===== config.mk =====
export PLATFORM = sky130hd
export DESIGN_NAME = xbus_ram_flat
export DESIGN_NICKNAME = d
export VERILOG_FILES = /design/src/xbus_pkg.sv /design/src/sdram_if.sv /design/src/xbus_ram.sv /design/src/flat_wrapper.sv
export VERILOG_INCLUDE_DIRS = /design/src
export SDC_FILE = /design/constraint.sdc
export NUM_CORES = 1
export LEC_CHECK = 0
export ABC_AREA = 0
export CAP_MARGIN = 0
export CELL_PAD_IN_SITES_DETAIL_PLACEMENT = 0
export CELL_PAD_IN_SITES_GLOBAL_PLACEMENT = 2
export CORE_AREA = 2 2 70 72
export CTS_CLUSTER_DIAMETER = 80
export CTS_CLUSTER_SIZE = 16
export DETAILED_ROUTE_END_ITERATION = 10
export DIE_AREA = 0 0 72 74
export DONT_BUFFER_PORTS = 1
export PLACE_DENSITY_LB_ADDON = 0.12
export SETUP_SLACK_MARGIN = 0.4
export SYNTH_ARGS = -nofsm -noshare
export SYNTH_HDL_FRONTEND = slang
export SYNTH_SLANG_ARGS = --single-unit

===== constraint.sdc =====
create_clock -name clk -period 2 [get_ports clk]
set_input_delay 0.2 -clock clk [delete_from_list [all_inputs] [get_ports clk]]
set_output_delay 0.2 -clock clk [all_outputs]
set_load 0.02 [all_outputs]

===== src/xbus_params.svh =====
`ifndef XBUS_PARAMS_SVH
`define XBUS_PARAMS_SVH

// Xbus word address and data widths.
`define XBUS_ADDR_W 22
`define XBUS_DATA_W 32

// First address outside the RAM window.
`define XBUS_RAM_LIMIT 22'o11000000

// Storage array depth as a power of two.
`define SDRAM_DEPTH_LOG2 10

// Refresh spacing and length, in clock cycles.
`define REFRESH_INTERVAL 64
`define REFRESH_CYCLES 6

`endif


===== src/xbus_pkg.sv =====
`default_nettype none

`include "xbus_params.svh"

package xbus_pkg;

   // One Xbus word address.
   typedef logic [`XBUS_ADDR_W-1:0] xbus_addr_t;

   // One Xbus data word.
   typedef logic [`XBUS_DATA_W-1:0] xbus_data_t;

   // Memory operation in flight.
   // Also the wait state of the bus slave.
   typedef enum logic [1:0]
   {
      MEM_IDLE  = 2'd0,
      MEM_WRITE = 2'd1,
      MEM_READ  = 2'd2
   } mem_op_t;

endpackage

`default_nettype wire


===== src/sdram_if.sv =====
`timescale 1ns/1ps
`default_nettype none

interface sdram_if;

   // Request side, held by the bus slave until completion.
   xbus_pkg::xbus_addr_t sdram_addr;
   xbus_pkg::xbus_data_t sdram_data_out;
   logic                 sdram_req;
   logic                 sdram_write;

   // Completion side, driven by the memory controller.
   xbus_pkg::xbus_data_t sdram_data_in;
   logic                 sdram_ready;
   logic                 sdram_done;

   modport bridge
   (
      output sdram_addr,
      output sdram_data_out,
      output sdram_req,
      output sdram_write,
      input  sdram_data_in,
      input  sdram_ready,
      input  sdram_done
   );

   modport ctrl
   (
      input  sdram_addr,
      input  sdram_data_out,
      input  sdram_req,
      input  sdram_write,
      output sdram_data_in,
      output sdram_ready,
      output sdram_done
   );

endinterface

`default_nettype wire


===== src/xbus_ram.sv =====
`timescale 1ns/1ps
`default_nettype none

`include "xbus_params.svh"

module xbus_ram
(
   input  wire                        clk,
   input  wire                        reset,
   input  wire xbus_pkg::xbus_addr_t  addr,
   input  wire xbus_pkg::xbus_data_t  datain,
   input  wire                        req,
   input  wire                        write,
   output xbus_pkg::xbus_data_t       dataout,
   output logic                       ack,
   output logic                       decode,
   sdram_if.bridge                    mem
);

   xbus_pkg::mem_op_t state;
   logic              start;
   logic              write_done;
   logic              read_done;
   logic              wr_strobe;
   logic              rd_strobe;

   // Every address below the limit is main memory.
   assign decode = (addr < `XBUS_RAM_LIMIT);

   // Only an idle slave accepts a new access.
   assign start = req && decode && (state == xbus_pkg::MEM_IDLE);

   // Completion counts only in the matching wait state.
   assign write_done = (state == xbus_pkg::MEM_WRITE) && mem.sdram_done;
   assign read_done  = (state == xbus_pkg::MEM_READ) && mem.sdram_ready;
   assign ack        = write_done || read_done;

   // Wait state machine, one strobe per decoded access.
   always_ff @(posedge clk)
   begin
      if (reset)
      begin
         state     <= xbus_pkg::MEM_IDLE;
         wr_strobe <= 1'b0;
         rd_strobe <= 1'b0;
      end
      else
      begin
         wr_strobe <= start && write;
         rd_strobe <= start && !write;
         if (start)
         begin
            state <= write ? xbus_pkg::MEM_WRITE : xbus_pkg::MEM_READ;
         end
         else if (ack)
         begin
            state <= xbus_pkg::MEM_IDLE;
         end
      end
   end

   assign mem.sdram_write = wr_strobe;
   assign mem.sdram_req   = rd_strobe;

   // The master holds address and data until ack.
   assign mem.sdram_addr     = addr;
   assign mem.sdram_data_out = datain;
   assign dataout            = mem.sdram_data_in;

endmodule

`default_nettype wire


===== src/flat_wrapper.sv =====
// flat-port wrapper written by rule: the top's interface ports become plain ports
module xbus_ram_flat 
  (clk, reset, addr, datain, req, write, dataout, ack, decode, mem_sdram_addr, mem_sdram_data_out, mem_sdram_req, mem_sdram_write, mem_sdram_data_in, mem_sdram_ready, mem_sdram_done);
  sdram_if mem_i ();
  input  wire clk;
  input  wire reset;
  input  wire xbus_pkg::xbus_addr_t addr;
  input  wire xbus_pkg::xbus_data_t datain;
  input  wire req;
  input  wire write;
  output xbus_pkg::xbus_data_t dataout;
  output logic ack;
  output logic decode;
  output wire logic [$bits(mem_i.sdram_addr)-1:0] mem_sdram_addr;
  output wire logic [$bits(mem_i.sdram_data_out)-1:0] mem_sdram_data_out;
  output wire logic [$bits(mem_i.sdram_req)-1:0] mem_sdram_req;
  output wire logic [$bits(mem_i.sdram_write)-1:0] mem_sdram_write;
  input wire logic [$bits(mem_i.sdram_data_in)-1:0] mem_sdram_data_in;
  input wire logic [$bits(mem_i.sdram_ready)-1:0] mem_sdram_ready;
  input wire logic [$bits(mem_i.sdram_done)-1:0] mem_sdram_done;
  assign mem_sdram_addr = mem_i.sdram_addr;
  assign mem_sdram_data_out = mem_i.sdram_data_out;
  assign mem_sdram_req = mem_i.sdram_req;
  assign mem_sdram_write = mem_i.sdram_write;
  assign mem_i.sdram_data_in = mem_sdram_data_in;
  assign mem_i.sdram_ready = mem_sdram_ready;
  assign mem_i.sdram_done = mem_sdram_done;
  xbus_ram u_core (.clk(clk), .reset(reset), .addr(addr), .datain(datain), .req(req), .write(write), .dataout(dataout), .ack(ack), .decode(decode), .mem(mem_i));
endmodule

# Yosys cells after proc, flatten, opt, wreduce, memory -nomap -nowiden
# Cells that the tools add are included.
word_totals:
  input_bits: 92
  reg_bits: 4
op_classes:
  magnitude_cmp: 1
  n_mux: 3
  n_reduce_logical: 10
  eq_ne: 2
ops:
  columns: ["cell", "n"]
  rows:
  - ["$lt A22 B22 Y1 const B", 1]
  - ["$logic_and A1 B1 Y1", 6]
  - ["$mux W2", 3]
  - ["$eq A2 B1 Y1 const B", 1]
  - ["$eq A2 B2 Y1 const B", 1]
  - ["$logic_not A2 Y1", 1]
  - ["$reduce_bool A2 Y1", 1]
  - ["$logic_not A1 Y1", 1]
  - ["$logic_or A1 B1 Y1", 1]

# Longest topological paths before layout
# Gate-level depths: netlist of run 1.
logic_depth:
  ltp_word: 5
  depth_mapped: 3
  ltp_nobuf: 3

# Least setup slack after synthesis of run 1
# OpenSTA, ideal clock, no wires.
synth_path:
  path_type: "flip-flop to output port"
  from: "register u_core.state[1]"
  to: "output ack"
  n_path_buf: 0
  arrival_time_ns: 0.887
  slack_ns: 0.913
  stages_incl_launch_ff: 3
  path_cell_list: "dfxtp_1 > nand2_1 > o21ai_0"
synth_via:
  elab_chain_len: 3
synth_rtl:
  columns: ["element", "line", "text"]
  rows:
  - ["start: declaration", "xbus_ram.sv:20", "xbus_pkg::mem_op_t state;"]
  - ["start signal: assignment", "xbus_ram.sv:43", "state <= xbus_pkg::MEM_IDLE;"]
  - ["start signal: assignment", "xbus_ram.sv:53", "state <= write ? xbus_pkg::MEM_WRITE : xbus_pkg::MEM_READ;"]
  - ["start signal: assignment", "xbus_ram.sv:57", "state <= xbus_pkg::MEM_IDLE;"]
  - ["$eq A2 B1 Y1 or $eq A2 B2 Y1 (tied branches)", "xbus_ram.sv:34, xbus_ram.sv:35", null]
  - ["$logic_and A1 B1 Y1 (on tied branches)", "xbus_ram.sv:34, xbus_ram.sv:35", null]
  - ["$logic_or A1 B1 Y1 *", "xbus_ram.sv:36", "assign ack = write_done || read_done;"]
  - ["end: declaration", "flat_wrapper.sv:12", "output logic ack;"]
# Mark *: on every way between the ends. The rest lies on a longest branch, timed or not.

# Worst setup path in the final report of run 1
# Same ends and word-level chain as after synthesis.

==> flow_metrics.env, run 1 <==
export IMPL_status="complete, no violations"
export IMPL_fmax_ghz=0.818
export IMPL_clk_pin_slew_ps=30
export IMPL_vias=272
export IMPL_yosysTopAreaCell="buf_4"
export IMPL_worstMarginPinSlew_ps=377
export IMPL_ir_drop_mv=0.0925
export IMPL_grt_usage_pct=4.06
export IMPL_gp_congestion=0.637
export IMPL_syn2layout_area_growth_pct=-64.1
export IMPL_root_buffer="clkbuf_8"
export IMPL_post_cts_buffers=0
export IMPL_clock_latency_ps=210
export IMPL_grt_pass1_vias=334
export IMPL_crit_type="reg -> out"
export IMPL_ys_seq_area_share_pct=9.70
export IMPL_grt_setup_unrepaired="no"
export IMPL_worst_clock_skew_ps=2.48
export IMPL_swShare_pct=19.2
export IMPL_core_area_um2=4600
export IMPL_ant_nets=0
export IMPL_power_mw=0.271
export IMPL_final_fill_count=531
export IMPL_r2r_setup_slack_ps=1020
export IMPL_slew_headroom_pct=74.8
export IMPL_antennaDiodeCount=0
export IMPL_finalMaxSlewViolations=0
export IMPL_yosys_top_cells_count="86 x buf_4, 4 x dfxtp_1, 3 x inv_1, 3 x nand2_1, 2 x nor2_1"
export IMPL_drtIter0Drc=5
export IMPL_min_period_ps=1220
export IMPL_io_buffers=0
export IMPL_wire_per_inst_um=14.9
export IMPL_cap_violations=0
export IMPL_cp_max_fo=4
export IMPL_synthCells=105
export IMPL_timing_hold_ws_ps=60.1
export IMPL_syn_num_nets=197
export IMPL_hold_viol_final=0
export IMPL_die_h_um=74
export IMPL_hp_class="in -> reg"
export IMPL_clkPwrFrac_pct=61.2
export IMPL_synth_cell_area_um2=826
export IMPL_cp_arrival_ps=1020
export IMPL_numCtsBuffers=3
export IMPL_clk_path_buf_depth=2
export IMPL_synth_area_leaders="buf_4 78%, dfxtp_1 9.7%, o31ai_4 2.6%"
export IMPL_required_ps=1800
export IMPL_start_kind="flop"
export IMPL_ys_seq_elements=4
export IMPL_regArea_um2=80.1
export IMPL_synth_distinct_cells=12
export IMPL_cts_tree="yes"
export IMPL_first_pass_iters=2
export IMPL_p_int_mw=0.219
export IMPL_p_comb_share_pct=6.3
export IMPL_synth_avg_cell_area_um2=7.86
export IMPL_async_flop_share_pct=0
export IMPL_timing_setup_tns_ps=0
export IMPL_htreeDepth=1
export IMPL_multiInputGateArea_um2=88.8
export IMPL_grt_pass1_wl_um=1610
export IMPL_met3_usage_pct=4.74
export IMPL_via_per_inst=3.53
export IMPL_leakage_nw=0.0895
export IMPL_met1_usage_pct=1.87
export IMPL_wirelength_um=1140
export IMPL_fin_nets=117
export IMPL_synth_main_ff_cell="dfxtp_1"
export IMPL_cts_resized=0
export IMPL_start_util_pct=18.0
export IMPL_p_sw_mw=0.0521
export IMPL_synth_top_area_share_pct=78.2
export IMPL_io_pins=182
export IMPL_drt_drc_violations_left=0
export IMPL_yosysMostFrequentCell="buf_4"
export IMPL_holdBufCountCts=0
export IMPL_gr_total_overflow=0
export IMPL_rows=25
export IMPL_share_seq_of_total_power_pct=32.5
export IMPL_period_share_pct=61.1
export IMPL_clock_sinks=4
export IMPL_endpoint_kind="output pin"
export IMPL_dieWidth_um=72
export IMPL_setup_viol=0
export IMPL_grt_antenna_before_repair=0
export IMPL_power_density_nw_per_um2=915
export IMPL_drive_gt1_share_pct=26.1
export IMPL_grt_max_degree=5
export IMPL_busiest_layer="met4"
export IMPL_dieArea_um2=5330
export IMPL_synth_edf_count=0
export IMPL_grtUsageMet2_pct=4.53
export IMPL_yosysWarnings=0
per-stage QoR:
| step | instances | cell area [um2] | worst slack, ps | util (%) |
|---|---|---|---|---|
| after floorplan | 105 | 826 | 913 | - |
| after global placement | 74 | 255 | 970 | 5.55 |
| after detailed placement | 74 | 255 | 950 | 5.55 |
| after CTS | 77 | 297 | 757 | 6.45 |
| after global routing | 77 | 297 | 674 | 6.45 |
| final | 77 | 297 | 777 | 6.45 |
cells in the final DEF (no fill, tap or decap):
cell | netlist | routed
nor2_1 | 2 | 2
inv_1 | 3 | 3
nand2_1 | 3 | 3
o21ai_1 | 1 | 1
nor4b_2 | 1 | 1
o32ai_1 | 1 | 1
dfxtp_1 | 4 | 4
buf_4 | 86 | 1
a211o_1 | 1 | 1
nor2b_1 | 1 | 1
o21ai_0 | 1 | 1
o31ai_4 | 1 | 1
clkbuf_8 | 0 | 3
worst paths after layout:
check / start / endpoint / cells after the start
max: u_core.state[1] / ack / 4
max reg2reg: u_core.state[0] / u_core.state[0] / 3
min: write / u_core.mem.sdram_req / 1
min reg2reg: u_core.state[0] / u_core.state[0] / 2
power by group through the flow:
| stage | combinational (mW) | sequential, mW | clock (mW) |
|---|---|---|---|
| finish | 0.0170 | 0.0882 | 0.166 |
| CTS | 0.0178 | 0.0882 | 0.170 |
| global placement | 0.0176 | 0.0891 | 0 |
| global route | 0.0197 | 0.0886 | 0.175 |
| floorplan | 0.265 | 0.0886 | 0 |
| detailed placement | 0.0177 | 0.0893 | 0 |
logic make-up (layout without fill, tap and decap cells):
family	count (synthesis)	in the layout	synth area share [%]
AOI/OAI and AO/OA	5	5	5.91
buffers and inverters	89	7	79.5
DFF	4	4	9.70
and+or+nand+nor	7	7	4.85
layout make-up:
type                            count  area share, %
Clock buffer                        3           13.9
Inverter                            3           3.80
Multi-Input combinational cell     12           30.0
Sequential cell                     4           27.0
Tap cell                           54           22.8
Timing Repair Buffer                1           2.53
critical path, cell delays in order, from the launching register on:
cell and delay, ps:
dfxtp_1 330, nor2b_1 160, nand2_1 70, o21ai_0 80
buf_4 170
routing by layer:
metal / vias up / share of wire [%]
met2: 53 / 35
met3: 38 / 29
met5: - / 0
met4: 0 / 16
li1: 74 / -
met1: 107 / 20
registers in the layout, summed over array words and instances, names as in the netlist:
signal	cells
u_core.state	2
u_core.mem.sdram_req	1
u_core.mem.sdram_write	1
(Power assumes the default switching activity.)
==> run 2: changes to the inputs <==
- clock period: 2 -> 1 ns (I/O delays scaled with it)
==> run 2 against run 1 <==
Against the previous run: the run now ends with hold timing, setup timing left; critical path depth unchanged; die area unchanged; cell count up 3.9%; worst hold slack worse by 110 ps; register-to-register slack worse by 950 ps; clock-buffer cell count unchanged; largest cell class unchanged; setup slack worse by 840 ps; global-route usage down 0.45 points; final area up 15%; via count down 5.5%; combinational power rose to 3.0 times the previous value; total power up 110%.
==> flow_metrics.env, run 2 (same netlist as run 1, synthesis figures left out) <==
export IMPL_min_to="u_core.mem.sdram_req"
export IMPL_min_period_ps=1060
export IMPL_grt_setup_unrepaired="yes"
export IMPL_fin_nets=120
export IMPL_first_pass_iters=3
export IMPL_timing_hold_ws_ps=-52.6
export IMPL_violations="hold timing, setup timing"
export IMPL_numCtsBuffers=3
export IMPL_wire_per_inst_um=13.9
export IMPL_htreeDepth=1
export IMPL_status="finished, violations left"
export IMPL_dp_hpwl_um=940
export IMPL_r2r_setup_slack_ps=70
export IMPL_cp_arrival_ps=960
export IMPL_dieArea_um2=5330
export IMPL_drive_gt1_share_pct=53.8
export IMPL_cp_max_fo=4
export IMPL_final_fill_count=525
export IMPL_regMostFlops="u_core.state"
export IMPL_post_route_worst_setup_slack_ps=-64.7
export IMPL_required_ps=900
export IMPL_min_path_cells=1
export IMPL_clk_path_buf_depth=2
export IMPL_r2r_start="u_core.state[1]"
export IMPL_reg2regPathDepth=3
export IMPL_drt_drc_violations_left=0
export IMPL_final_cell_mix="3 x nand2_1, 3 x inv_1, 3 x clkbuf_8, 3 x buf_4"
export IMPL_worst_clock_skew_ps=1.55
export IMPL_setup_viol=1
export IMPL_clock_sinks=4
export IMPL_core_area_um2=4600
export IMPL_start_util_pct=18.0
export IMPL_worstReg2RegEnd="u_core.state[1]"
export IMPL_power_density_nw_per_um2=1630
export IMPL_drtIter0Drc=18
export IMPL_endpoint_kind="output pin"
export IMPL_vias=257
export IMPL_grt_pass1_vias=282
export IMPL_ir_drop_mv=0.260
export IMPL_worstMarginPinSlew_ps=222
export IMPL_finalMaxSlewViolations=0
export IMPL_die_h_um=74
export IMPL_slew_headroom_pct=85.2
export IMPL_ant_nets=0
export IMPL_io_buffers=0
export IMPL_via_per_inst=3.21
export IMPL_gr_total_overflow=0
export IMPL_cts_tree="yes"
export IMPL_grt_max_degree=5
export IMPL_hp_start="write"
export IMPL_grt_antenna_before_repair=0
export IMPL_cap_violations=0
export IMPL_dieWidth_um=72
export IMPL_hp_class="in -> reg"
export IMPL_start_kind="flop"
export IMPL_clk_pin_slew_ps=30
export IMPL_grt_usage_pct=3.61
export IMPL_fmax_ghz=0.939
export IMPL_rows=25
export IMPL_hold_viol_final=3
export IMPL_timing_setup_tns_ps=-64.7
export IMPL_wirelength_um=1110
export IMPL_clock_latency_ps=220
export IMPL_leakage_nw=0.111
export IMPL_io_pins=182
export IMPL_power_mw=0.558
export IMPL_syn2layout_area_growth_pct=-58.6
export IMPL_place_ws_ps=98.6
export IMPL_root_buffer="clkbuf_8"
export IMPL_grt_pass1_wl_um=1410
export IMPL_largest_reg_flops=2
export IMPL_period_share_pct=106
export IMPL_crit_type="reg -> out"
export IMPL_gp_congestion=0.662
export IMPL_antennaDiodeCount=0
[run 2: critical path, stage by stage, from the launching register on]
cell and delay (ps):
dfxtp_2 330, nor2b_2 120, nand2_1 60, o21ai_1 80, buf_4 160
[run 2: worst max-delay path by stage]
stage	start	end	slack, ps	depth (start not counted)
6_report	u_core.state[1]	ack	-60	4
5_1_grt	u_core.state[1]	ack	-150	4
4_1_cts	u_core.state[1]	ack	-80	4
3_5_place_dp	u_core.state[1]	u_core.state[1]	100	3
3_3_place_gp	u_core.state[1]	u_core.state[0]	90	3
2_1_floorplan	u_core.state[1]	u_core.state[0]	140	3
[run 2: through the flow]
step / util (%) / cells / cell area (um2)
2_1_floorplan: - / 105 / 827
3_3_place_gp: 5.74 / 75 / 264
3_5_place_dp: 5.74 / 75 / 264
4_1_cts: 7.27 / 80 / 334
5_1_grt: 7.43 / 80 / 342
6_report: 7.43 / 80 / 342
[run 2: timing repair]
action,CTS,global route
pin swaps,2,3
resized for setup,6,1
setup buffers,2,0
endpoints found under the setup margin,8,8
endpoints found under the hold margin,3,3
[run 2: where the power goes]
group | internal (mW) | switching, mW | total, mW
clock network | 0.256 | 0.0781 | 0.334
logic | 0.0281 | 0.0222 | 0.0502
registers | 0.165 | 0.00885 | 0.174
[run 2: final cells by class]
| type | count | area, um2 | area share (%) |
|---|---|---|---|
| clock buffer | 3 | 41.3 | 12.1 |
| inverter | 3 | 11.3 | 3.30 |
| multi-input combinational | 12 | 98.8 | 28.9 |
| sequential | 4 | 88.8 | 26.0 |
| tap | 54 | 67.6 | 19.8 |
| timing repair buffer | 4 | 33.8 | 9.89 |
[run 2: per-layer routing]
layer  track usage (%)  vias up  part of all wire [%]
li1                  -       79                     -
met1              1.96      103                    20
met2              4.22       53                    45
met3              4.34       22                    27
met4              6.29        0                   8.3
met5                 0        -                     0
