### config.mk
export PLATFORM = sky130hd
export DESIGN_NAME = sdram_ctrl_flat
export DESIGN_NICKNAME = d
export VERILOG_FILES = /design/src/xbus_pkg.sv /design/src/sdram_if.sv /design/src/sdram_ctrl.sv /design/src/flat_wrapper.sv
export VERILOG_INCLUDE_DIRS = /design/src
export SDC_FILE = /design/constraint.sdc
export NUM_CORES = 1
export LEC_CHECK = 0
export BUFFER_PORTS_ARGS = -buffer_cell sky130_fd_sc_hd__buf_2
export CORE_UTILIZATION = 46
export CTS_CLUSTER_DIAMETER = 120
export DETAILED_ROUTE_END_ITERATION = 6
export GPL_TIMING_DRIVEN = 0
export PLACE_DENSITY = 0.84
export SLEW_MARGIN = 30
export SYNTH_ARGS = -nofsm -noshare
export SYNTH_HDL_FRONTEND = slang
export SYNTH_SLANG_ARGS = --single-unit
### constraint.sdc
create_clock -name clk -period 4.1 [get_ports clk]
set_clock_uncertainty 0.15 [all_clocks]
set_input_delay 0.82 -clock clk [delete_from_list [all_inputs] [get_ports clk]]
set_output_delay 0.82 -clock clk [all_outputs]
set_load 0.005 [all_outputs]
### src/xbus_params.svh
`ifndef XBUS_PARAMS_SVH
`define XBUS_PARAMS_SVH

// Xbus word address and data widths.
`define XBUS_ADDR_W 22
`define XBUS_DATA_W 32

// First address outside the RAM window.
`define XBUS_RAM_LIMIT 22'o11000000

// Storage array depth as a power of two.
`define SDRAM_DEPTH_LOG2 10

// Refresh spacing and length, in clock cycles.
`define REFRESH_INTERVAL 64
`define REFRESH_CYCLES 6

`endif

### src/xbus_pkg.sv
`default_nettype none

`include "xbus_params.svh"

package xbus_pkg;

   // One Xbus word address.
   typedef logic [`XBUS_ADDR_W-1:0] xbus_addr_t;

   // One Xbus data word.
   typedef logic [`XBUS_DATA_W-1:0] xbus_data_t;

   // Memory operation in flight.
   // Also the wait state of the bus slave.
   typedef enum logic [1:0]
   {
      MEM_IDLE  = 2'd0,
      MEM_WRITE = 2'd1,
      MEM_READ  = 2'd2
   } mem_op_t;

endpackage

`default_nettype wire

### src/sdram_if.sv
`timescale 1ns/1ps
`default_nettype none

interface sdram_if;

   // Request side, held by the bus slave until completion.
   xbus_pkg::xbus_addr_t sdram_addr;
   xbus_pkg::xbus_data_t sdram_data_out;
   logic                 sdram_req;
   logic                 sdram_write;

   // Completion side, driven by the memory controller.
   xbus_pkg::xbus_data_t sdram_data_in;
   logic                 sdram_ready;
   logic                 sdram_done;

   modport bridge
   (
      output sdram_addr,
      output sdram_data_out,
      output sdram_req,
      output sdram_write,
      input  sdram_data_in,
      input  sdram_ready,
      input  sdram_done
   );

   modport ctrl
   (
      input  sdram_addr,
      input  sdram_data_out,
      input  sdram_req,
      input  sdram_write,
      output sdram_data_in,
      output sdram_ready,
      output sdram_done
   );

endinterface

`default_nettype wire

### src/sdram_ctrl.sv
`timescale 1ns/1ps
`default_nettype none

`include "xbus_params.svh"

module sdram_ctrl
(
   input  wire                            clk,
   input  wire                            reset,
   sdram_if.ctrl                          mem,
   output logic                           we,
   output logic [`SDRAM_DEPTH_LOG2-1:0]   array_addr,
   output xbus_pkg::xbus_data_t           wdata,
   input  wire xbus_pkg::xbus_data_t      rdata
);

   localparam int REF_W = $clog2(`REFRESH_INTERVAL + `REFRESH_CYCLES);

   xbus_pkg::mem_op_t              op;
   logic [`SDRAM_DEPTH_LOG2-1:0]   addr_q;
   xbus_pkg::xbus_data_t           wdata_q;
   xbus_pkg::xbus_data_t           rdata_q;
   logic                           rd_pending;
   logic                           refresh;
   logic [REF_W-1:0]               ref_cnt;
   logic                           go;

   // Refresh timer.
   // Counts the idle interval, then holds refresh for a fixed length.
   always_ff @(posedge clk)
   begin
      if (reset)
      begin
         refresh <= 1'b0;
         ref_cnt <= '0;
      end
      else if (!refresh)
      begin
         if (ref_cnt == REF_W'(`REFRESH_INTERVAL - 1))
         begin
            refresh <= 1'b1;
            ref_cnt <= '0;
         end
         else
         begin
            ref_cnt <= ref_cnt + 1'b1;
         end
      end
      else
      begin
         if (ref_cnt == REF_W'(`REFRESH_CYCLES - 1))
         begin
            refresh <= 1'b0;
            ref_cnt <= '0;
         end
         else
         begin
            ref_cnt <= ref_cnt + 1'b1;
         end
      end
   end

   // A latched request starts as soon as no refresh is running.
   assign go = (op != xbus_pkg::MEM_IDLE) && !refresh;

   // Pending operation and read pipeline.
   always_ff @(posedge clk)
   begin
      if (reset)
      begin
         op         <= xbus_pkg::MEM_IDLE;
         rd_pending <= 1'b0;
      end
      else
      begin
         rd_pending <= go && (op == xbus_pkg::MEM_READ);
         if (mem.sdram_write)
         begin
            op <= xbus_pkg::MEM_WRITE;
         end
         else if (mem.sdram_req)
         begin
            op <= xbus_pkg::MEM_READ;
         end
         else if (go)
         begin
            op <= xbus_pkg::MEM_IDLE;
         end
      end
   end

   // Request payload and the held read word.
   always_ff @(posedge clk)
   begin
      if (mem.sdram_write || mem.sdram_req)
      begin
         addr_q  <= mem.sdram_addr[`SDRAM_DEPTH_LOG2-1:0];
         wdata_q <= mem.sdram_data_out;
      end
      if (rd_pending)
      begin
         rdata_q <= rdata;
      end
   end

   // Array side.
   assign we         = go && (op == xbus_pkg::MEM_WRITE);
   assign array_addr = addr_q;
   assign wdata      = wdata_q;

   // Write completes with the commit, read one cycle after the address.
   assign mem.sdram_done  = we;
   assign mem.sdram_ready = rd_pending;

   // Fresh array data in the ready cycle, the held copy afterwards.
   assign mem.sdram_data_in = rd_pending ? rdata : rdata_q;

endmodule

`default_nettype wire

### src/flat_wrapper.sv
// flat-port wrapper written by rule: the top's interface ports become plain ports
module sdram_ctrl_flat 
  (clk, reset, we, array_addr, wdata, rdata, mem_sdram_addr, mem_sdram_data_out, mem_sdram_req, mem_sdram_write, mem_sdram_data_in, mem_sdram_ready, mem_sdram_done);
  sdram_if mem_i ();
  input  wire clk;
  input  wire reset;
  output logic we;
  output logic [`SDRAM_DEPTH_LOG2-1:0] array_addr;
  output xbus_pkg::xbus_data_t wdata;
  input  wire xbus_pkg::xbus_data_t rdata;
  input wire logic [$bits(mem_i.sdram_addr)-1:0] mem_sdram_addr;
  input wire logic [$bits(mem_i.sdram_data_out)-1:0] mem_sdram_data_out;
  input wire logic [$bits(mem_i.sdram_req)-1:0] mem_sdram_req;
  input wire logic [$bits(mem_i.sdram_write)-1:0] mem_sdram_write;
  output wire logic [$bits(mem_i.sdram_data_in)-1:0] mem_sdram_data_in;
  output wire logic [$bits(mem_i.sdram_ready)-1:0] mem_sdram_ready;
  output wire logic [$bits(mem_i.sdram_done)-1:0] mem_sdram_done;
  assign mem_i.sdram_addr = mem_sdram_addr;
  assign mem_i.sdram_data_out = mem_sdram_data_out;
  assign mem_i.sdram_req = mem_sdram_req;
  assign mem_i.sdram_write = mem_sdram_write;
  assign mem_sdram_data_in = mem_i.sdram_data_in;
  assign mem_sdram_ready = mem_i.sdram_ready;
  assign mem_sdram_done = mem_i.sdram_done;
  sdram_ctrl u_core (.clk(clk), .reset(reset), .mem(mem_i), .we(we), .array_addr(array_addr), .wdata(wdata), .rdata(rdata));
endmodule
* Word level (Yosys, flattened, before mapping)
Index checks and enable logic that the tools add are counted.
** Cells by class
- Add/subtract/negate cells :: 1
- Equal/unequal tests :: 4
- Muxes and demuxes :: 10
- Reductions and logical operators :: 9
** Operator list (number)
- two-way mux 32 bit :: 1
- two-way mux 7 bit :: 3
- adder 7 x 1 -> 7 bit, second input constant :: 1
- == test 7 x 3 -> 1 bit, second input constant :: 1
- == test 7 x 6 -> 1 bit, second input constant :: 1
- two-way mux 1 bit :: 4
- two-way mux 2 bit :: 2
- nonzero test 2 bit :: 2
- logical AND 1 bit :: 3
- nonzero test 3 bit :: 1
- == test 2 x 1 -> 1 bit, second input constant :: 1
- == test 2 bit, second input constant :: 1
- OR reduction 2 bit :: 1
- zero test 1 bit :: 1
- logical OR 1 bit :: 1
** Storage, ports and cells
- Register bits :: 85
- Input port bits :: 90
- Output and inout port bits :: 77
- Logic and storage cells :: 32

* Logic depth before layout (Yosys ltp)
Gate-level depths: netlist (run 1).
- Word-level depth :: 5
- Depth in mapped cells :: 5
- Mapped depth without buffers :: 5

* Worst setup path before layout (run 1)
No wires, ideal clock.
- Path kind :: input to output
- Start :: input rdata[2]
- End :: output mem_sdram_data_in[2]
- Data arrival time :: 1125 ps
- Required time :: 3130 ps
- Slack :: 2005 ps
- Cell stages on the path :: 1
- Path buffers :: 0
- Path through :: mux2_1
** On the way
- Word-level cells in the longest chain between the ends :: 1
** Ends and longest elaborated chain
- start, declared :: line flat_wrapper.sv:10 : input wire xbus_pkg::xbus_data_t rdata;
- two-way mux 32 bit :: line sdram_ctrl.sv:116 : assign mem.sdram_data_in = rd_pending ? rdata : rdata_q;
- end, declared :: line flat_wrapper.sv:15 : output wire logic [$bits(mem_i.sdram_data_in)-1:0] mem_sdram_data_in;
No other way between the ends.

* Worst setup path in the final report (run 1)
- Start :: register u_core.rd_pending (netlist: u_core.mem.sdram_ready)
- End :: output mem_sdram_data_in[3]
** On the way
- Word-level cells in the longest chain between the ends :: 1
** Ends and longest elaborated chain
- start, declared :: line sdram_ctrl.sv:23 : logic rd_pending;
- start signal, assigned :: line sdram_ctrl.sv:76 : rd_pending <= go && (op == xbus_pkg::MEM_READ);
- two-way mux 32 bit :: line sdram_ctrl.sv:116
No other way between the ends.

==> results of run 1 <==
area by class of cell:
cell class / instances / area [sq um]
fill: 412 / 1810
clock inverter: 7 / 90.1
inverter: 5 / 18.8
clock buffer: 9 / 124
timing repair buffer: 154 / 771
buffer: 6 / 33.8
sequential: 85 / 2120
multi-input combinational: 64 / 578
tap: 72 / 90.1
Yosys cell counts, drive strengths merged, types with 2 or more instances:
cell	instances	area share, %
a21oi	2	0.36
buf	5	1.1
dfxtp	43	31
edfxtp	42	46
ha	2	0.91
inv	5	0.68
mux2	32	13
nand3	2	0.36
nor2	3	0.41
nor3	5	0.91
o21ai	2	0.36
xnor2	2	0.64
stage by stage:
| step | util [%] | setup WS [ps] | instance area [sq um] |
|---|---|---|---|
| 3_3_place_gp | 64.0 | 1760 | 3610 |
| 3_5_place_dp | 64.0 | 1740 | 3610 |
| 6_report | 67.8 | 1410 | 3830 |
| 4_1_cts | 67.8 | 1360 | 3820 |
| 5_1_grt | 67.8 | 1320 | 3830 |
| 2_1_floorplan | - | 2010 | 2750 |
registers in the layout, summed over array words and instances (netlist names):
signal and flops:
u_core.wdata 32, u_core.array_addr 10, u_core.op 2, u_core.rdata_q 32, u_core.refresh 1, u_core.ref_cnt 7, u_core.mem.sdram_ready 1
cells by family after synthesis:
family | Yosys count
buffers and inverters | 11
XOR/XNOR | 3
flip-flops | 85
multiplexers | 32
AND/OR/NAND/NOR | 19
adder cells (fa/ha/maj) | 2
AO/OA/AOI/OAI | 8
cells in the final DEF, fill, tap and decap left out, types with 2 or more instances in the layout:
master,n
a21oi_1,2
buf_2,157
buf_4,2
bufinv_16,2
clkbuf_8,9
clkinv_1,2
clkinv_4,2
dfxtp_1,43
edfxtp_1,42
ha_1,2
inv_1,5
mux2_1,2
mux2_2,30
nand3_1,2
nor2_1,3
nor3_1,5
o21ai_0,2
xnor2_1,2
power groups by stage:
stage               Sequential, uW  Clock, uW  Combinational (uW)
global placement              1060          0                 272
floorplan                     1060          0                 114
finish                        1050        624                 278
CTS                           1050        638                 284
global route                  1060        668                 306
detailed placement            1070          0                 283
how the worst max path moves through the flow:
| stage | slack, ps | end | from | cells past startpoint |
|---|---|---|---|---|
| after CTS | 1360 | mem_sdram_data_in[3] | u_core.mem.sdram_ready$_SDFF_PP0_ | 4 |
| after detailed placement | 1740 | mem_sdram_data_in[3] | u_core.mem.sdram_ready$_SDFF_PP0_ | 4 |
| final | 1410 | mem_sdram_data_in[3] | u_core.mem.sdram_ready$_SDFF_PP0_ | 4 |
| after floorplan | 2010 | mem_sdram_data_in[2] | rdata[2] | 1 |
| after global placement | 1760 | mem_sdram_data_in[7] | u_core.mem.sdram_ready$_SDFF_PP0_ | 4 |
| after global routing | 1320 | mem_sdram_data_in[3] | u_core.mem.sdram_ready$_SDFF_PP0_ | 4 |
worst reg2reg max path, cell delays in order (launching register included):
cell     delay [ps]
dfxtp_1         390
ha_1            230
nand4_1         180
nor4_1          530
nor3_1          100
routing by layer:
metal,vias up,share of wire (%),track usage [%]
li1,915,-,-
met4,0,1.6,8.73
met2,102,48,32.9
met1,897,40,22.7
met3,11,10,6.55
met5,-,0,0
==> run summary, run 1 <==
P&R area growth vs syn = 39.2%
initial core utilization = 48.7%
Crit-path slowest cell = mux2_1
Worst Reg2Reg Path Length in Cells = 4
Chip Width = 79.3 um
fin nets = 417
antenna violations before repair = 0
cell family with most CP delay = buffers and inverters
clock insertion delay at the later pin of the skew report = 340 ps
Hold Path End = u_core.mem.sdram_ready$_SDFF_PP0_
XOR/XNOR Fraction of Synth Area = 0.955%
clock root buffer = clkbuf_8
Vias/cell = 4.79
fin cells = 402
outcome = complete, no violations
Placeable Area = 5640 sq um
fin crit share = 65.6%
cell chain of the critical path = clkbuf_1, buf_2, mux2_1, buf_2
remaining antenna violation count = 0
Setup Viol. Count Final = 0
Mapped Area = 2750 sq um
RSZ-0062 raised after global routing = no
final hold vios = 0
post-synthesis mux area share = 13.1%
Max Root-Sink Buffers = 2
largest net degree at the start of global routing = 43
layout cells sized above 1 = 62.4%
synthesized flop and latch total = 85
overall power = 1950 uW
CTS tree = yes
IO Pins = 167
CP Launch Type = register
Hold Path Class = register to register
vias in the first global route = 1790
Avg Cell Area, Syn = 17.2 sq um
floorplan row count = 27
most used cell along the critical path = buf_2
buffer and inverter count on the worst path = 3
Max Freq = 372 MHz
Max-Cap Viols = 0
number of enable flip-flop cells after synthesis = 42
Leak = 0.00173 uW
placed cell count = 386
adder-cell share of the synthesized area = 0.910%
critical path required time = 3130 ps
main combinational cell family by area after synthesis = multiplexers
Post-CTS Setup Inserts = 0
first-pass GRT wire length = 8850 um
1st-iter DRT viols = 81
ys flop type = dfxtp_1
crit-path max FO = 10
P_int = 1520 uW
Gate power share = 14.3%
full die area = 6290 sq um
setup TNS = 0 ps
grt total ovfl = 0
Max Slew Vio Count = 0
antenna cells = 0
CTS clock-pin slew for the worst setup and hold paths = 80 ps
FF-to-FF setup slack = 2380 ps
critical path class = register to output port
worst hold slack = 319 ps
Crit path largest cell delay = 380 ps
total CTS buffers = 9
switching pwr = 433 uW
Detailed Place HPWL = 4660 um
post-synthesis compound-gate area fraction = 2.00%
Post-route DRC = 0
Ys Warns = 0
Worst-Margin Slew = 644 ps
post_cts resized = 0
Die Span Y = 79.3 um
R2R Path End = u_core.ref_cnt[3]$_SDFF_PP0_
Clock power frac = 32.0%
min Tclk post-route = 2690 ps
Post-synth ARST share = 0%
fraction of power consumed by sequential logic = 53.7%
reg-to-reg startpoint = u_core.ref_cnt[0]$_SDFF_PP0_
first-pass detailed-route iteration total = 4
Worst setup EP type = output port
HP Start = u_core.op[0]$_SDFFE_PP0P_
WL final = 6110 um
CP arrival = 1720 ps
pwr dens = 509 nW/um^2
Overall Global Routing Usage = 19.6%
slew margin rel. = 56.7%
register area share after synthesis = 77.2%
hold buffer count at cts = 0
Synth Net Count = 252
Mapped Cells = 160
H-Tree Depth = 3
vias = 1925
I/O Buffers = 154
synth unique cells = 29
TritonCTS Sinks = 85
WL/cell = 15.2 um
Placer Congestion = 0.791
Sw Share = 22.2%
highest ir drop seen on vdd = 0.000291 V
hold path cells = 1
Synth Area in Simple Gates = 3.96%
Power figures use the tool's default switching activity.
==> run 2: changes to the inputs <==
CORE_UTILIZATION = 38   (was 46)
PLACE_DENSITY = 0.74   (was 0.84)
clock period = 2.3 ns   (was 4.1 ns; I/O delays follow)
==> run 2 against run 1 <==
  * Non-clock buffer count shrank 1
  * Cell area decreased by 0.20%
  * Final cell count increased by 5.7%
  * Sequential cell count unchanged
  * Die area up 20%
  * Critical path depth fell by 1
  * Core utilization down 13 points
  * Combinational power grew 76%
  * Hold slack got worse by 190 ps
  * Total power grew 68%
  * Count of clock-buffer cells in the layout rose by 1
  * Sequential power rose by 77%
==> run summary, run 2 (synthesis gave the netlist of run 1 again) <==
outcome = complete, no violations
Worst Reg2Reg Path Length in Cells = 4 (unchanged)
HP Start = mem_sdram_data_out[21]
critical path class = register to output port
floorplan row count = 30 (+11%)
I/O Buffers = 154 (unchanged)
worst hold slack = 130 ps (-189 ps)
Detailed Place HPWL = 4260 um (-8.5%)
Post-route DRC = 0 (unchanged)
first-pass GRT wire length = 8150 um (-8.0%)
Max Slew Vio Count = 0 (unchanged)
full die area = 7580 sq um (+20%)
Leak = 0.00171 uW (-1.2%)
Max Root-Sink Buffers = 2 (unchanged)
RSZ-0062 raised after global routing = no
Chip Width = 87.1 um (+9.8%)
Worst setup EP type = output port
Hold Path Class = input pin to register
critical path required time = 1690 ps (-1440 ps)
Hold Path End = u_core.wdata[21]$_DFFE_PP_
Die Span Y = 87.1 um (+9.8%)
antenna cells = 0 (unchanged)
1st-iter DRT viols = 39 (-52%)
reg-to-reg startpoint = u_core.ref_cnt[0]$_SDFF_PP0_
setup TNS = 0 ps (unchanged)
TritonCTS Sinks = 85 (unchanged)
vias = 1865 (-3.1%)
vias in the first global route = 1743 (-2.6%)
min Tclk post-route = 2100 ps
P&R area growth vs syn = 38.9%
WL/cell = 13.2 um (-13%)
Post-CTS Setup Inserts = 0 (unchanged)
Placer Congestion = 0.798 (+0.97%)
R2R Path End = u_core.ref_cnt[3]$_SDFF_PP0_
grt total ovfl = 0 (unchanged)
total CTS buffers = 9 (unchanged)
IO Pins = 167 (unchanged)
clock insertion delay at the later pin of the skew report = 340 ps (about the same)
hold path cells = 1 (unchanged)
Placeable Area = 6910 sq um (+22%)
Setup Viol. Count Final = 0 (unchanged)
pwr dens = 859 nW/um^2 (+69%)
commonest non-fill, non-tap cell in the layout = buf_2
Max-Cap Viols = 0 (unchanged)
clock root buffer = clkbuf_8
largest net degree at the start of global routing = 43 (unchanged)
H-Tree Depth = 3 (unchanged)
fin crit share = 91.4%
layout cells sized above 1 = 63.2% (+0.80 points)
final hold vios = 0 (unchanged)
fin nets = 416 (-0.24%)
Overall Global Routing Usage = 14.7% (-4.9 points)
Max Freq = 476 MHz
FF-to-FF setup slack = 620 ps (-1760 ps)
initial core utilization = 39.8% (-8.9 points)
most frequent cells in the layout = buf_2, edfxtp_1, dfxtp_1, mux2_2, clkbuf_8
antenna violations before repair = 0 (unchanged)
CP arrival = 1490 ps (-230 ps)
crit-path max FO = 10 (unchanged)
slew margin rel. = 58.4% (+1.8 points)
WL final = 5600 um (-8.3%)
overall power = 3280 uW (+68%)
CTS clock-pin slew for the worst setup and hold paths = 100 ps (+20 ps)
highest ir drop seen on vdd = 0.000361 V (+24%)
remaining antenna violation count = 0 (unchanged)
Vias/cell = 4.39 (-8.4%)
first-pass detailed-route iteration total = 4 (unchanged)
CTS tree = yes
Worst-Margin Slew = 618 ps (-26.3 ps)
CP Launch Type = register
run 2: changes by cell type in the layout (fill, tap and decap cells not counted), moves of 2 or more:
cell       previous run  this run
inv_4                 0         2
buf_2               157       155
clkinv_1              2         0
inv_6                 0         2
bufinv_16             2         0
buf_4                 2         4
run 2: final cells by class:
| type | instances | area (sq um) |
|---|---|---|
| well taps | 96 | 120 |
| repair buffers | 154 | 771 |
| flip-flops and latches | 85 | 2120 |
| fillers | 600 | 3090 |
| inverters | 5 | 18.8 |
| clock inverters | 6 | 46.3 |
| multi-input cells | 64 | 578 |
| plain buffers | 5 | 35.0 |
| clock buffers | 10 | 128 |
run 2: repair_timing:
action	4_1_cts	5_1_grt
setup endpoints to repair	30	10
hold buffers	0	0
pin swaps	0	0
resized for setup	2	1
run 2: worst max-delay path by stage:
stage / startpoint / to / slack (ps) / cells past startpoint
2_1_floorplan: u_core.mem.sdram_ready$_SDFF_PP0_ / mem_sdram_data_in[0] / 610 / 3
3_3_place_gp: u_core.mem.sdram_ready$_SDFF_PP0_ / mem_sdram_data_in[21] / 280 / 4
3_5_place_dp: u_core.mem.sdram_ready$_SDFF_PP0_ / mem_sdram_data_in[22] / 270 / 4
4_1_cts: u_core.mem.sdram_ready$_SDFF_PP0_ / mem_sdram_data_in[13] / 40 / 3
5_1_grt: u_core.mem.sdram_ready$_SDFF_PP0_ / mem_sdram_data_in[9] / 80 / 3
6_report: u_core.mem.sdram_ready$_SDFF_PP0_ / mem_sdram_data_in[13] / 200 / 3
run 2: metrics by stage:
| stage | worst slack, ps | util (%) | cell area, sq um | instances |
|---|---|---|---|---|
| floorplan | 609 | - | 2750 | 160 |
| global placement | 278 | 52.7 | 3640 | 410 |
| detailed placement | 268 | 52.7 | 3640 | 410 |
| CTS | 38.7 | 55.3 | 3820 | 425 |
| global route | 79.3 | 55.3 | 3820 | 425 |
| finish | 197 | 55.3 | 3820 | 425 |
run 2: report_power, final:
group	internal (uW)	switching, uW	leakage (uW)
sequential	1810	50.7	0.000788
clock	404	529	0.0000881
combinational	288	200	0.000837
total	2500	779	0.00171
run 2: worst max-delay path, cell delays in order (launching register included):
cell and delay (ps):
dfxtp_2 410, buf_2 250, mux2_2 370, buf_2 130
run 2: metal layers:
metal  track usage, %  vias to the layer above  share of wire [%]
li1                 -                      913                  -
met1             16.7                      844                 40
met2             23.5                      102                 47
met3             7.01                        6                 11
met4             6.97                        0                1.2
met5                0                        -                  0
